<file path="config.mk">
export PLATFORM = sky130hd
export DESIGN_NAME = exu_top
export DESIGN_NICKNAME = d
export VERILOG_FILES = /design/src/rtl/exu_pkg.sv /design/src/rtl/alu_stage.sv /design/src/rtl/commit_stage.sv /design/src/rtl/credit_fifo.sv /design/src/rtl/exu_top.sv /design/src/rtl/int_rf.sv /design/src/rtl/issue_stage.sv
export SDC_FILE = /design/constraint.sdc
export NUM_CORES = 2
export LEC_CHECK = 0
export ABC_AREA = 1
export BUFFER_PORTS_ARGS = -buffer_cell sky130_fd_sc_hd__clkbuf_2
export CAP_MARGIN = 20
export CORE_MARGIN = 2
export CORE_UTILIZATION = 46
export CTS_BUF_LIST = sky130_fd_sc_hd__clkbuf_16
export DETAILED_ROUTE_END_ITERATION = 10
export SYNTH_ARGS = -nofsm -noshare
export SYNTH_HDL_FRONTEND = slang
export SYNTH_SLANG_ARGS = --single-unit
</file>
<file path="constraint.sdc">
create_clock -name clk_i -period 6.9 [get_ports clk_i]
set_clock_uncertainty 0.2 [all_clocks]
set_input_delay 1.38 -clock clk_i [delete_from_list [all_inputs] [get_ports clk_i]]
set_output_delay 1.38 -clock clk_i [all_outputs]
set_load 0.01 [all_outputs]
</file>
<file path="src/rtl/exu_pkg.sv">
package exu_pkg;

  // ----------------------------------------
  // Datapath sizes
  // ----------------------------------------
  localparam int unsigned XLEN        = 32;
  localparam int unsigned XREG_NUM    = 32;
  localparam int unsigned REG_IDX_LEN = 5;

  // ----------------------------------------
  // Credit buffers
  // ----------------------------------------
  // Entries per stage-to-stage buffer
  localparam int unsigned BUF_DEPTH = 4;
  // Counter must hold 0 up to BUF_DEPTH inclusive
  localparam int unsigned CREDIT_W  = 3;

  // ALU operations, OP_LI passes the immediate through
  typedef enum logic [2:0] {
    OP_ADD = 3'd0,
    OP_SUB = 3'd1,
    OP_AND = 3'd2,
    OP_OR  = 3'd3,
    OP_XOR = 3'd4,
    OP_SLL = 3'd5,
    OP_SRL = 3'd6,
    OP_LI  = 3'd7
  } alu_op_e;

  // Issue to ALU bundle
  typedef struct packed {
    alu_op_e                op;
    logic [REG_IDX_LEN-1:0] rd;
    logic [XLEN-1:0]        a;
    logic [XLEN-1:0]        b;
    logic [XLEN-1:0]        imm;
  } exec_req_t;

  // ALU to commit bundle
  typedef struct packed {
    logic [REG_IDX_LEN-1:0] rd;
    logic [XLEN-1:0]        value;
  } commit_req_t;

endpackage

</file>
<file path="src/rtl/alu_stage.sv">
`timescale 1ns/1ps

module alu_stage (
  input  logic                  clk_i,
  input  logic                  rst_n_i,

  // From buf_exec
  input  logic                  in_valid_i,
  input  exu_pkg::exec_req_t    in_req_i,
  output logic                  in_pop_o,

  // Toward buf_commit
  output logic                  out_push_o,
  output exu_pkg::commit_req_t  out_req_o,
  input  logic                  out_credit_i
);

  logic [exu_pkg::CREDIT_W-1:0]  credit_q;
  logic [exu_pkg::XLEN-1:0]      result;
  // Shift amount from the low bits of b
  logic [$clog2(exu_pkg::XLEN)-1:0] shamt;

  // Pop and push together, only with room downstream
  assign in_pop_o   = in_valid_i && (credit_q != '0);
  assign out_push_o = in_pop_o;

  assign shamt = in_req_i.b[$clog2(exu_pkg::XLEN)-1:0];

  // ----------------------------------------
  // Execute
  // ----------------------------------------
  always_comb begin
    result = '0;
    case (in_req_i.op)
      exu_pkg::OP_ADD: result = in_req_i.a + in_req_i.b;
      exu_pkg::OP_SUB: result = in_req_i.a - in_req_i.b;
      exu_pkg::OP_AND: result = in_req_i.a & in_req_i.b;
      exu_pkg::OP_OR:  result = in_req_i.a | in_req_i.b;
      exu_pkg::OP_XOR: result = in_req_i.a ^ in_req_i.b;
      exu_pkg::OP_SLL: result = in_req_i.a << shamt;
      exu_pkg::OP_SRL: result = in_req_i.a >> shamt;
      exu_pkg::OP_LI:  result = in_req_i.imm;
      default:         result = '0;
    endcase
  end

  assign out_req_o.rd    = in_req_i.rd;
  assign out_req_o.value = result;

  // Credit counter for buf_commit
  always_ff @(posedge clk_i or negedge rst_n_i) begin
    if (!rst_n_i) begin
      credit_q <= exu_pkg::CREDIT_W'(exu_pkg::BUF_DEPTH);
    end else if (out_push_o && !out_credit_i) begin
      credit_q <= credit_q - 1'b1;
    end else if (!out_push_o && out_credit_i) begin
      credit_q <= credit_q + 1'b1;
    end
  end

endmodule

</file>
<file path="src/rtl/commit_stage.sv">
`timescale 1ns/1ps

module commit_stage (
  input  logic                             clk_i,
  input  logic                             rst_n_i,

  // From buf_commit
  input  logic                             in_valid_i,
  input  exu_pkg::commit_req_t             in_req_i,
  output logic                             in_pop_o,

  // Register file write, also releases the scoreboard
  output logic                             wb_valid_o,
  output logic [exu_pkg::REG_IDX_LEN-1:0]  wb_rd_o,
  output logic [exu_pkg::XLEN-1:0]         wb_value_o,

  // Retire output, valid/ready
  output logic                             retire_valid_o,
  output logic [exu_pkg::REG_IDX_LEN-1:0]  retire_rd_o,
  output logic [exu_pkg::XLEN-1:0]         retire_value_o,
  input  logic                             retire_ready_i
);

  logic load;

  // Load when empty or draining this cycle
  assign load     = in_valid_i && (!retire_valid_o || retire_ready_i);
  assign in_pop_o = load;

  // Write-back happens at the load edge
  assign wb_valid_o = load;
  assign wb_rd_o    = in_req_i.rd;
  assign wb_value_o = in_req_i.value;

  // ----------------------------------------
  // Retire register
  // ----------------------------------------
  always_ff @(posedge clk_i or negedge rst_n_i) begin
    if (!rst_n_i) begin
      retire_valid_o <= 1'b0;
    end else if (load) begin
      retire_valid_o <= 1'b1;
    end else if (retire_ready_i) begin
      retire_valid_o <= 1'b0;
    end
  end

  always_ff @(posedge clk_i) begin
    if (load) begin
      retire_rd_o    <= in_req_i.rd;
      retire_value_o <= in_req_i.value;
    end
  end

  // Stalled retire holds valid and data
  assert property (@(posedge clk_i) disable iff (!rst_n_i)
    (retire_valid_o && !retire_ready_i) |=>
      (retire_valid_o && $stable(retire_rd_o) && $stable(retire_value_o)))
    else $error("retire data changed under back-pressure");

endmodule

</file>
<file path="src/rtl/credit_fifo.sv">
`timescale 1ns/1ps

module credit_fifo #(
  parameter type payload_t = logic
) (
  input  logic     clk_i,
  input  logic     rst_n_i,

  // Sender side
  input  logic     push_i,
  input  payload_t data_i,

  // Receiver side
  input  logic     pop_i,
  output logic     valid_o,
  output payload_t data_o,

  // Credit back to the sender
  output logic     credit_o
);

  // Storage and pointers, depth is a power of two so pointers wrap
  payload_t                                 mem_q [0:exu_pkg::BUF_DEPTH-1];
  logic [$clog2(exu_pkg::BUF_DEPTH)-1:0]    wr_ptr_q;
  logic [$clog2(exu_pkg::BUF_DEPTH)-1:0]    rd_ptr_q;
  logic [exu_pkg::CREDIT_W-1:0]             count_q;
  logic                                     full;
  logic                                     do_pop;

  assign full    = (count_q == exu_pkg::CREDIT_W'(exu_pkg::BUF_DEPTH));
  assign valid_o = (count_q != '0);
  assign data_o  = mem_q[rd_ptr_q];
  // Only a real pop frees a slot
  assign do_pop   = pop_i && valid_o;
  assign credit_o = do_pop;

  // ----------------------------------------
  // Pointers and occupancy
  // ----------------------------------------
  always_ff @(posedge clk_i or negedge rst_n_i) begin
    if (!rst_n_i) begin
      wr_ptr_q <= '0;
      rd_ptr_q <= '0;
      count_q  <= '0;
    end else begin
      if (push_i) begin
        wr_ptr_q <= wr_ptr_q + 1'b1;
      end
      if (do_pop) begin
        rd_ptr_q <= rd_ptr_q + 1'b1;
      end
      // Net change of push and pop
      if (push_i && !do_pop) begin
        count_q <= count_q + 1'b1;
      end else if (!push_i && do_pop) begin
        count_q <= count_q - 1'b1;
      end
    end
  end

  // Payload storage
  always_ff @(posedge clk_i) begin
    if (push_i) begin
      mem_q[wr_ptr_q] <= data_i;
    end
  end

  // Sender credit accounting must keep pushes within the free slots
  assert property (@(posedge clk_i) disable iff (!rst_n_i) !(push_i && full))
    else $error("credit_fifo push while full");
  // Receiver only pops a visible head
  assert property (@(posedge clk_i) disable iff (!rst_n_i) !(pop_i && !valid_o))
    else $error("credit_fifo pop while empty");

endmodule

</file>
<file path="src/rtl/exu_top.sv">
`timescale 1ns/1ps

module exu_top (
  input  logic                             clk_i,
  input  logic                             rst_n_i,

  // Instruction input
  input  logic                             instr_valid_i,
  input  exu_pkg::alu_op_e                 instr_op_i,
  input  logic [exu_pkg::REG_IDX_LEN-1:0]  instr_rd_i,
  input  logic [exu_pkg::REG_IDX_LEN-1:0]  instr_rs1_i,
  input  logic [exu_pkg::REG_IDX_LEN-1:0]  instr_rs2_i,
  input  logic [exu_pkg::XLEN-1:0]         instr_imm_i,
  output logic                             instr_ready_o,

  // Retire output
  output logic                             retire_valid_o,
  output logic [exu_pkg::REG_IDX_LEN-1:0]  retire_rd_o,
  output logic [exu_pkg::XLEN-1:0]         retire_value_o,
  input  logic                             retire_ready_i
);

  // ----------------------------------------
  // Interconnect
  // ----------------------------------------
  // Issue to buf_exec to ALU
  logic                   ex_push, ex_valid, ex_pop, ex_credit;
  exu_pkg::exec_req_t     ex_req_in, ex_req_out;
  // ALU to buf_commit to commit
  logic                   cm_push, cm_valid, cm_pop, cm_credit;
  exu_pkg::commit_req_t   cm_req_in, cm_req_out;
  // Register file
  logic [exu_pkg::REG_IDX_LEN-1:0]  rs1_idx, rs2_idx, wb_rd;
  logic [exu_pkg::XLEN-1:0]         rs1_value, rs2_value, wb_value;
  logic                             wb_valid;

  issue_stage u_issue (
    .clk_i, .rst_n_i,
    .instr_valid_i, .instr_op_i, .instr_rd_i, .instr_rs1_i, .instr_rs2_i,
    .instr_imm_i, .instr_ready_o,
    .wb_valid_i  (wb_valid),
    .wb_rd_i     (wb_rd),
    .rs1_idx_o   (rs1_idx),
    .rs2_idx_o   (rs2_idx),
    .rs1_value_i (rs1_value),
    .rs2_value_i (rs2_value),
    .push_o      (ex_push),
    .req_o       (ex_req_in),
    .credit_i    (ex_credit)
  );

  credit_fifo #(.payload_t(exu_pkg::exec_req_t)) buf_exec (
    .clk_i, .rst_n_i,
    .push_i (ex_push), .data_i (ex_req_in),
    .pop_i  (ex_pop),  .valid_o (ex_valid), .data_o (ex_req_out),
    .credit_o (ex_credit)
  );

  alu_stage u_alu (
    .clk_i, .rst_n_i,
    .in_valid_i   (ex_valid),
    .in_req_i     (ex_req_out),
    .in_pop_o     (ex_pop),
    .out_push_o   (cm_push),
    .out_req_o    (cm_req_in),
    .out_credit_i (cm_credit)
  );

  credit_fifo #(.payload_t(exu_pkg::commit_req_t)) buf_commit (
    .clk_i, .rst_n_i,
    .push_i (cm_push), .data_i (cm_req_in),
    .pop_i  (cm_pop),  .valid_o (cm_valid), .data_o (cm_req_out),
    .credit_o (cm_credit)
  );

  commit_stage u_commit (
    .clk_i, .rst_n_i,
    .in_valid_i (cm_valid),
    .in_req_i   (cm_req_out),
    .in_pop_o   (cm_pop),
    .wb_valid_o (wb_valid),
    .wb_rd_o    (wb_rd),
    .wb_value_o (wb_value),
    .retire_valid_o, .retire_rd_o, .retire_value_o, .retire_ready_i
  );

  int_rf u_rf (
    .clk_i, .rst_n_i,
    .wr_valid_i  (wb_valid),
    .wr_rd_i     (wb_rd),
    .wr_value_i  (wb_value),
    .rs1_idx_i   (rs1_idx),
    .rs2_idx_i   (rs2_idx),
    .rs1_value_o (rs1_value),
    .rs2_value_o (rs2_value)
  );

endmodule

</file>
<file path="src/rtl/int_rf.sv">
`timescale 1ns/1ps

module int_rf (
  input  logic                             clk_i,
  input  logic                             rst_n_i,

  // Write port from commit
  input  logic                             wr_valid_i,
  input  logic [exu_pkg::REG_IDX_LEN-1:0]  wr_rd_i,
  input  logic [exu_pkg::XLEN-1:0]         wr_value_i,

  // Read ports toward issue
  input  logic [exu_pkg::REG_IDX_LEN-1:0]  rs1_idx_i,
  input  logic [exu_pkg::REG_IDX_LEN-1:0]  rs2_idx_i,
  output logic [exu_pkg::XLEN-1:0]         rs1_value_o,
  output logic [exu_pkg::XLEN-1:0]         rs2_value_o
);

  // x0 has no storage
  logic [exu_pkg::XLEN-1:0] regs_q [1:exu_pkg::XREG_NUM-1];

  // ----------------------------------------
  // Write port
  // ----------------------------------------
  always_ff @(posedge clk_i or negedge rst_n_i) begin
    if (!rst_n_i) begin
      for (int i = 1; i < exu_pkg::XREG_NUM; i++) begin
        regs_q[i] <= '0;
      end
    end else if (wr_valid_i && (wr_rd_i != '0)) begin
      // Writes to x0 are dropped
      regs_q[wr_rd_i] <= wr_value_i;
    end
  end

  // ----------------------------------------
  // Read ports
  // ----------------------------------------
  // Combinational, no bypass of a same-cycle write
  always_comb begin
    rs1_value_o = (rs1_idx_i == '0) ? '0 : regs_q[rs1_idx_i];
    rs2_value_o = (rs2_idx_i == '0) ? '0 : regs_q[rs2_idx_i];
  end

endmodule

</file>
<file path="src/rtl/issue_stage.sv">
`timescale 1ns/1ps

module issue_stage (
  input  logic                             clk_i,
  input  logic                             rst_n_i,

  // Instruction input, valid/ready
  input  logic                             instr_valid_i,
  input  exu_pkg::alu_op_e                 instr_op_i,
  input  logic [exu_pkg::REG_IDX_LEN-1:0]  instr_rd_i,
  input  logic [exu_pkg::REG_IDX_LEN-1:0]  instr_rs1_i,
  input  logic [exu_pkg::REG_IDX_LEN-1:0]  instr_rs2_i,
  input  logic [exu_pkg::XLEN-1:0]         instr_imm_i,
  output logic                             instr_ready_o,

  // Write-back notice from commit
  input  logic                             wb_valid_i,
  input  logic [exu_pkg::REG_IDX_LEN-1:0]  wb_rd_i,

  // Register file reads
  output logic [exu_pkg::REG_IDX_LEN-1:0]  rs1_idx_o,
  output logic [exu_pkg::REG_IDX_LEN-1:0]  rs2_idx_o,
  input  logic [exu_pkg::XLEN-1:0]         rs1_value_i,
  input  logic [exu_pkg::XLEN-1:0]         rs2_value_i,

  // Credit link toward the ALU buffer
  output logic                             push_o,
  output exu_pkg::exec_req_t               req_o,
  input  logic                             credit_i
);

  // One bit per architectural register, bit 0 stays clear
  logic [exu_pkg::XREG_NUM-1:0]  busy_q;
  logic [exu_pkg::XREG_NUM-1:0]  busy_d;
  logic [exu_pkg::CREDIT_W-1:0]  credit_q;
  logic                          has_credit;
  logic                          hazard;
  logic                          accept;

  // ----------------------------------------
  // Acceptance
  // ----------------------------------------
  assign has_credit = (credit_q != '0);
  // Sources wait for their writer, rd waits to keep write order
  assign hazard = busy_q[instr_rs1_i] | busy_q[instr_rs2_i] | busy_q[instr_rd_i];
  assign instr_ready_o = has_credit && !hazard;
  assign accept        = instr_valid_i && instr_ready_o;

  // Operands read straight from the register file
  assign rs1_idx_o = instr_rs1_i;
  assign rs2_idx_o = instr_rs2_i;

  assign push_o    = accept;
  assign req_o.op  = instr_op_i;
  assign req_o.rd  = instr_rd_i;
  assign req_o.a   = rs1_value_i;
  assign req_o.b   = rs2_value_i;
  assign req_o.imm = instr_imm_i;

  // ----------------------------------------
  // Scoreboard
  // ----------------------------------------
  always_comb begin
    busy_d = busy_q;
    // Release on write-back
    if (wb_valid_i) begin
      busy_d[wb_rd_i] = 1'b0;
    end
    // Claim rd on issue
    if (accept) begin
      busy_d[instr_rd_i] = 1'b1;
    end
    busy_d[0] = 1'b0;
  end

  always_ff @(posedge clk_i or negedge rst_n_i) begin
    if (!rst_n_i) begin
      busy_q   <= '0;
      credit_q <= exu_pkg::CREDIT_W'(exu_pkg::BUF_DEPTH);
    end else begin
      busy_q <= busy_d;
      // Push spends one, a returned credit gives one back
      if (push_o && !credit_i) begin
        credit_q <= credit_q - 1'b1;
      end else if (!push_o && credit_i) begin
        credit_q <= credit_q + 1'b1;
      end
    end
  end

  // Credits returned by buf_exec never exceed its depth
  assert property (@(posedge clk_i) disable iff (!rst_n_i)
    credit_q <= exu_pkg::CREDIT_W'(exu_pkg::BUF_DEPTH))
    else $error("issue credit counter overflow");

endmodule

</file>
==> metrics <==
Max clock buf depth=3; Slowest-stage cell, CP=dfrtp_4; GRT overflow=0; data required time at the worst endpoint=approximately 7.2 ns; post-synth top area share=0.302; number of antenna violations at the first check in global routing=11; Finished Cell Area=around 94000 µm²; Final Cycle Share=0.894; first-pass GRT wire length=around 490000 µm; detailed-placement wirelength estimate=roughly 200000 µm; Vias/cell=a little over 6; sw frac=0.476; post-synthesis sequential area ratio=0.512; area delta synth->final=9.43%; clk sinks=1645; slew margin rel.=0.223; clk_lat worst skew=around 0.86 ns; Primary FF master, synth=dfrtp_1; delay-heaviest family, CP=compound AO/OA/AOI/OAI gates; status=finished clean; VDD IR-drop max=roughly 0.00034 V; CTS tree=done; critical path fanouts, max=50; H-tree depth=4; largest area contributor in the netlist=dfrtp_1; sw power=approximately 25 mW; PwrDens=around 550 nW/µm²; Cell Count, Final, Fillers Out=12534; Pre-Repair DR Iteration Count=8; Mapped Area=around 86000 µm²; row count=about 160; vias=between 70000 and 80000; post-layout min period=6.17 ns; pin count of the biggest net entering global routing=around 140; GRT Util Overall=0.338; final setup vio count=0; post-CTS setup buffers=0; IO Count=93; WP buf/inv=6; post-CTS sizing=0; Port-buffer cells=92; Async S/R FF share, synth=0.635; critical path class=flip-flop to flip-flop; Pwr Total=between 50 and 60 mW; Max Cap Viol=0; EDFF count, synth=about 600; post-DR wirelength/cell=26.3 µm; Post-route DRC=0; Synth Register Bits=~1600; placed cell count=12175; number of fill cells=approximately 18000; vias in the first global route=a little over 70000; synth warn=0; clock buffer count from CTS=180; core region area=187000 µm²; Hold Path Class=flip-flop to flip-flop; gpl congestion=approximately 1; final wirelength=about 330000 µm; Max Freq=between 150 and 200 MHz; Clk pwr share=0.185; nets=a little over 10000; die width=between 400 and 500 µm; hold-fix buffers at CTS=0; Die Y=~440 µm; largest stage delay on the critical path=about 0.64 ns; Syn Area/Cell=8.43 µm²; Root Driver=clkbuf_16; P_leak=40.1 nW; Final ANT Viol Nets=0; setup_tns=0 ns; Synth cell types=60; top cells by area, synth=dfrtp_1, edfxtp_1, nand2_1, a21oi_1, o21ai_0; top post-synthesis cells by count=nand2_1, a21oi_1, o21ai_0; crit path DAT=between 6 and 7 ns; crit path launch type=flip-flop; Hold Vio Cnt, Final=0; combinational power share=0.488; Seq pwr share=0.327; Critical Path, Cell by Cell=inv_4, buf_4, nand3_1, nand2_1, inv_1, nor2_1, nand2_1, buf_4, o21ai_0, inv_1, fa_1, inv_1, nand2_1, a21oi_1, a21boi_0, o21ai_0, nand3_1, nand2_1, xor2_1, nand2_1, nand3_1; crit-path most repeated cell=nand2_1; critical path endpoint category=flip-flop; most instantiated library cell after synthesis=nand2_1; Net Count, Synth=around 10000; post-place instance area=roughly 88000 µm²; Worst-Margin Slew=between 1 and 1.5 ns; Final Slew Violations=0; DRT iter0 DRCs=~10000; Post-Synthesis Cells=approximately 10000; Total Die Area=around 190000 µm²; layout cell share with drive strength beyond 1=0.0722; unrepaired setup endpoints after global routing=false; Initial Util=0.461; Int Power=27.2 mW; Reg clk slew, reported paths=0.06 ns
==> area by class of cell <==
cell class              instances  area (µm²)  share of cell area
diodes                          2        5.00           0.0000530
clock inverters               152        1260              0.0133
repair buffers                315        3060              0.0324
multi-input cells            7110       35900               0.380
well taps                    2495        3120              0.0330
clock buffers                 182        4550              0.0482
inverters                     633        2420              0.0257
flip-flops and latches       1645       44200               0.468
==> worst paths after layout <==
| path | startpoint | endpoint | slack (ns) | cells after the start |
|---|---|---|---|---|
| setup / recovery | buf_exec.rd_ptr_q[1] | buf_commit.mem_q[3][30] | 0.73 | 21 |
| hold / removal | u_alu.credit_q[0] | u_alu.credit_q[0] | 0.28 | 1 |
| setup reg to reg | buf_exec.rd_ptr_q[1] | buf_commit.mem_q[3][30] | 0.73 | 21 |
| hold reg to reg | u_alu.credit_q[0] | u_alu.credit_q[0] | 0.28 | 1 |
| max in group asynchronous | rst_n_i | u_rf.regs_q[541] | 4.68 | 2 |
| min in group asynchronous | rst_n_i | u_rf.regs_q[210] | 0.38 | 1 |
==> cell usage in the layout (no fill, tap or decap), types with 72 or more instances in the layout <==
cell / instances
nand2_1: 2523
a21oi_1: 1069
o21ai_0: 1057
dfrtp_1: 1039
inv_1: 650
nand3_1: 628
edfxtp_1: 601
o21ai_1: 354
o211ai_1: 276
nor2_1: 275
o221ai_1: 196
clkbuf_16: 182
buf_4: 171
nor3_1: 119
ha_1: 107
clkbuf_2: 82
a22oi_1: 72
==> stage by stage <==
stage / worst slack [ns] / hold slack (ns) / utilization
2_1_floorplan: -0.742 / 0.246 / -
3_3_place_gp: 0.865 / 0.265 / 0.470
3_5_place_dp: 0.822 / 0.265 / 0.470
4_1_cts: 0.775 / 0.275 / 0.501
5_1_grt: 0.275 / 0.297 / 0.505
6_report: 0.734 / 0.277 / 0.505
==> cell families (layout without fill, tap and decap cells) <==
kind of cell | count (synthesis) | in the layout | synth area share
adder cells (fa/ha/maj) | 112 | 112 | 0.0167
other | 0 | 2 | 0
AND/OR/NAND/NOR | 3722 | 3722 | 0.177
buffers and inverters | 1491 | 1282 | 0.0760
AO/OA/AOI/OAI | 3213 | 3213 | 0.212
XOR/XNOR | 61 | 61 | 0.00619
multiplexers | 2 | 2 | 0.000261
flip-flops | 1645 | 1645 | 0.512
==> worst reg2reg max path, stage by stage (launching register included) <==
cell	delay, ns
dfrtp_4	0.64
inv_4	0.51
buf_4	0.44
nand3_1	0.12
nand2_1	0.14
inv_1	0.07
nor2_1	0.12
nand2_1	0.31
buf_4	0.33
o21ai_0	0.45
inv_1	0.12
fa_1	0.41
inv_1	0.08
nand2_1	0.07
a21oi_1	0.37
a21boi_0	0.28
o21ai_0	0.54
nand3_1	0.15
nand2_1	0.12
xor2_1	0.07
nand2_1	0.14
nand3_1	0.16
==> registers in the layout, indices dropped and copies added (netlist names) <==
| register | flops |
|---|---|
| buf_exec.rd_ptr_q | 2 |
| u_alu.credit_q | 3 |
| buf_commit.wr_ptr_q | 2 |
| buf_exec.count_q | 3 |
| u_issue.credit_q | 3 |
| buf_commit.mem_q | 148 |
| u_commit.retire_valid_o | 1 |
| buf_exec.mem_q | 416 |
| buf_commit.rd_ptr_q | 2 |
| u_issue.busy_q | 31 |
| u_rf.regs_q | 992 |
| buf_commit.count_q | 3 |
| buf_exec.wr_ptr_q | 2 |
| u_commit.retire_value_o | 32 |
| u_commit.retire_rd_o | 5 |
==> metal layers <==
layer | GRT usage | vias up | wire, µm
met1 | 0.460 | 37228 | 134000
li1 | - | 34711 | -
met5 | 0.00706 | - | 257
met3 | 0.0730 | 790 | 33300
met4 | 0.155 | 14 | 16000
met2 | 0.514 | 4254 | 146000
==> power groups by stage <==
| stage | Clock, mW | Combinational [mW] | Sequential (mW) |
|---|---|---|---|
| after floorplan | 0 | 15.5 | 16.5 |
| after global placement | 0 | 23.8 | 16.9 |
| after detailed placement | 0 | 24.2 | 17.1 |
| after CTS | 9.70 | 24.2 | 16.9 |
| after global routing | 10.1 | 27.6 | 17.4 |
| final | 9.59 | 25.4 | 17.0 |
No activity file was read; power rests on OpenSTA's default activity.
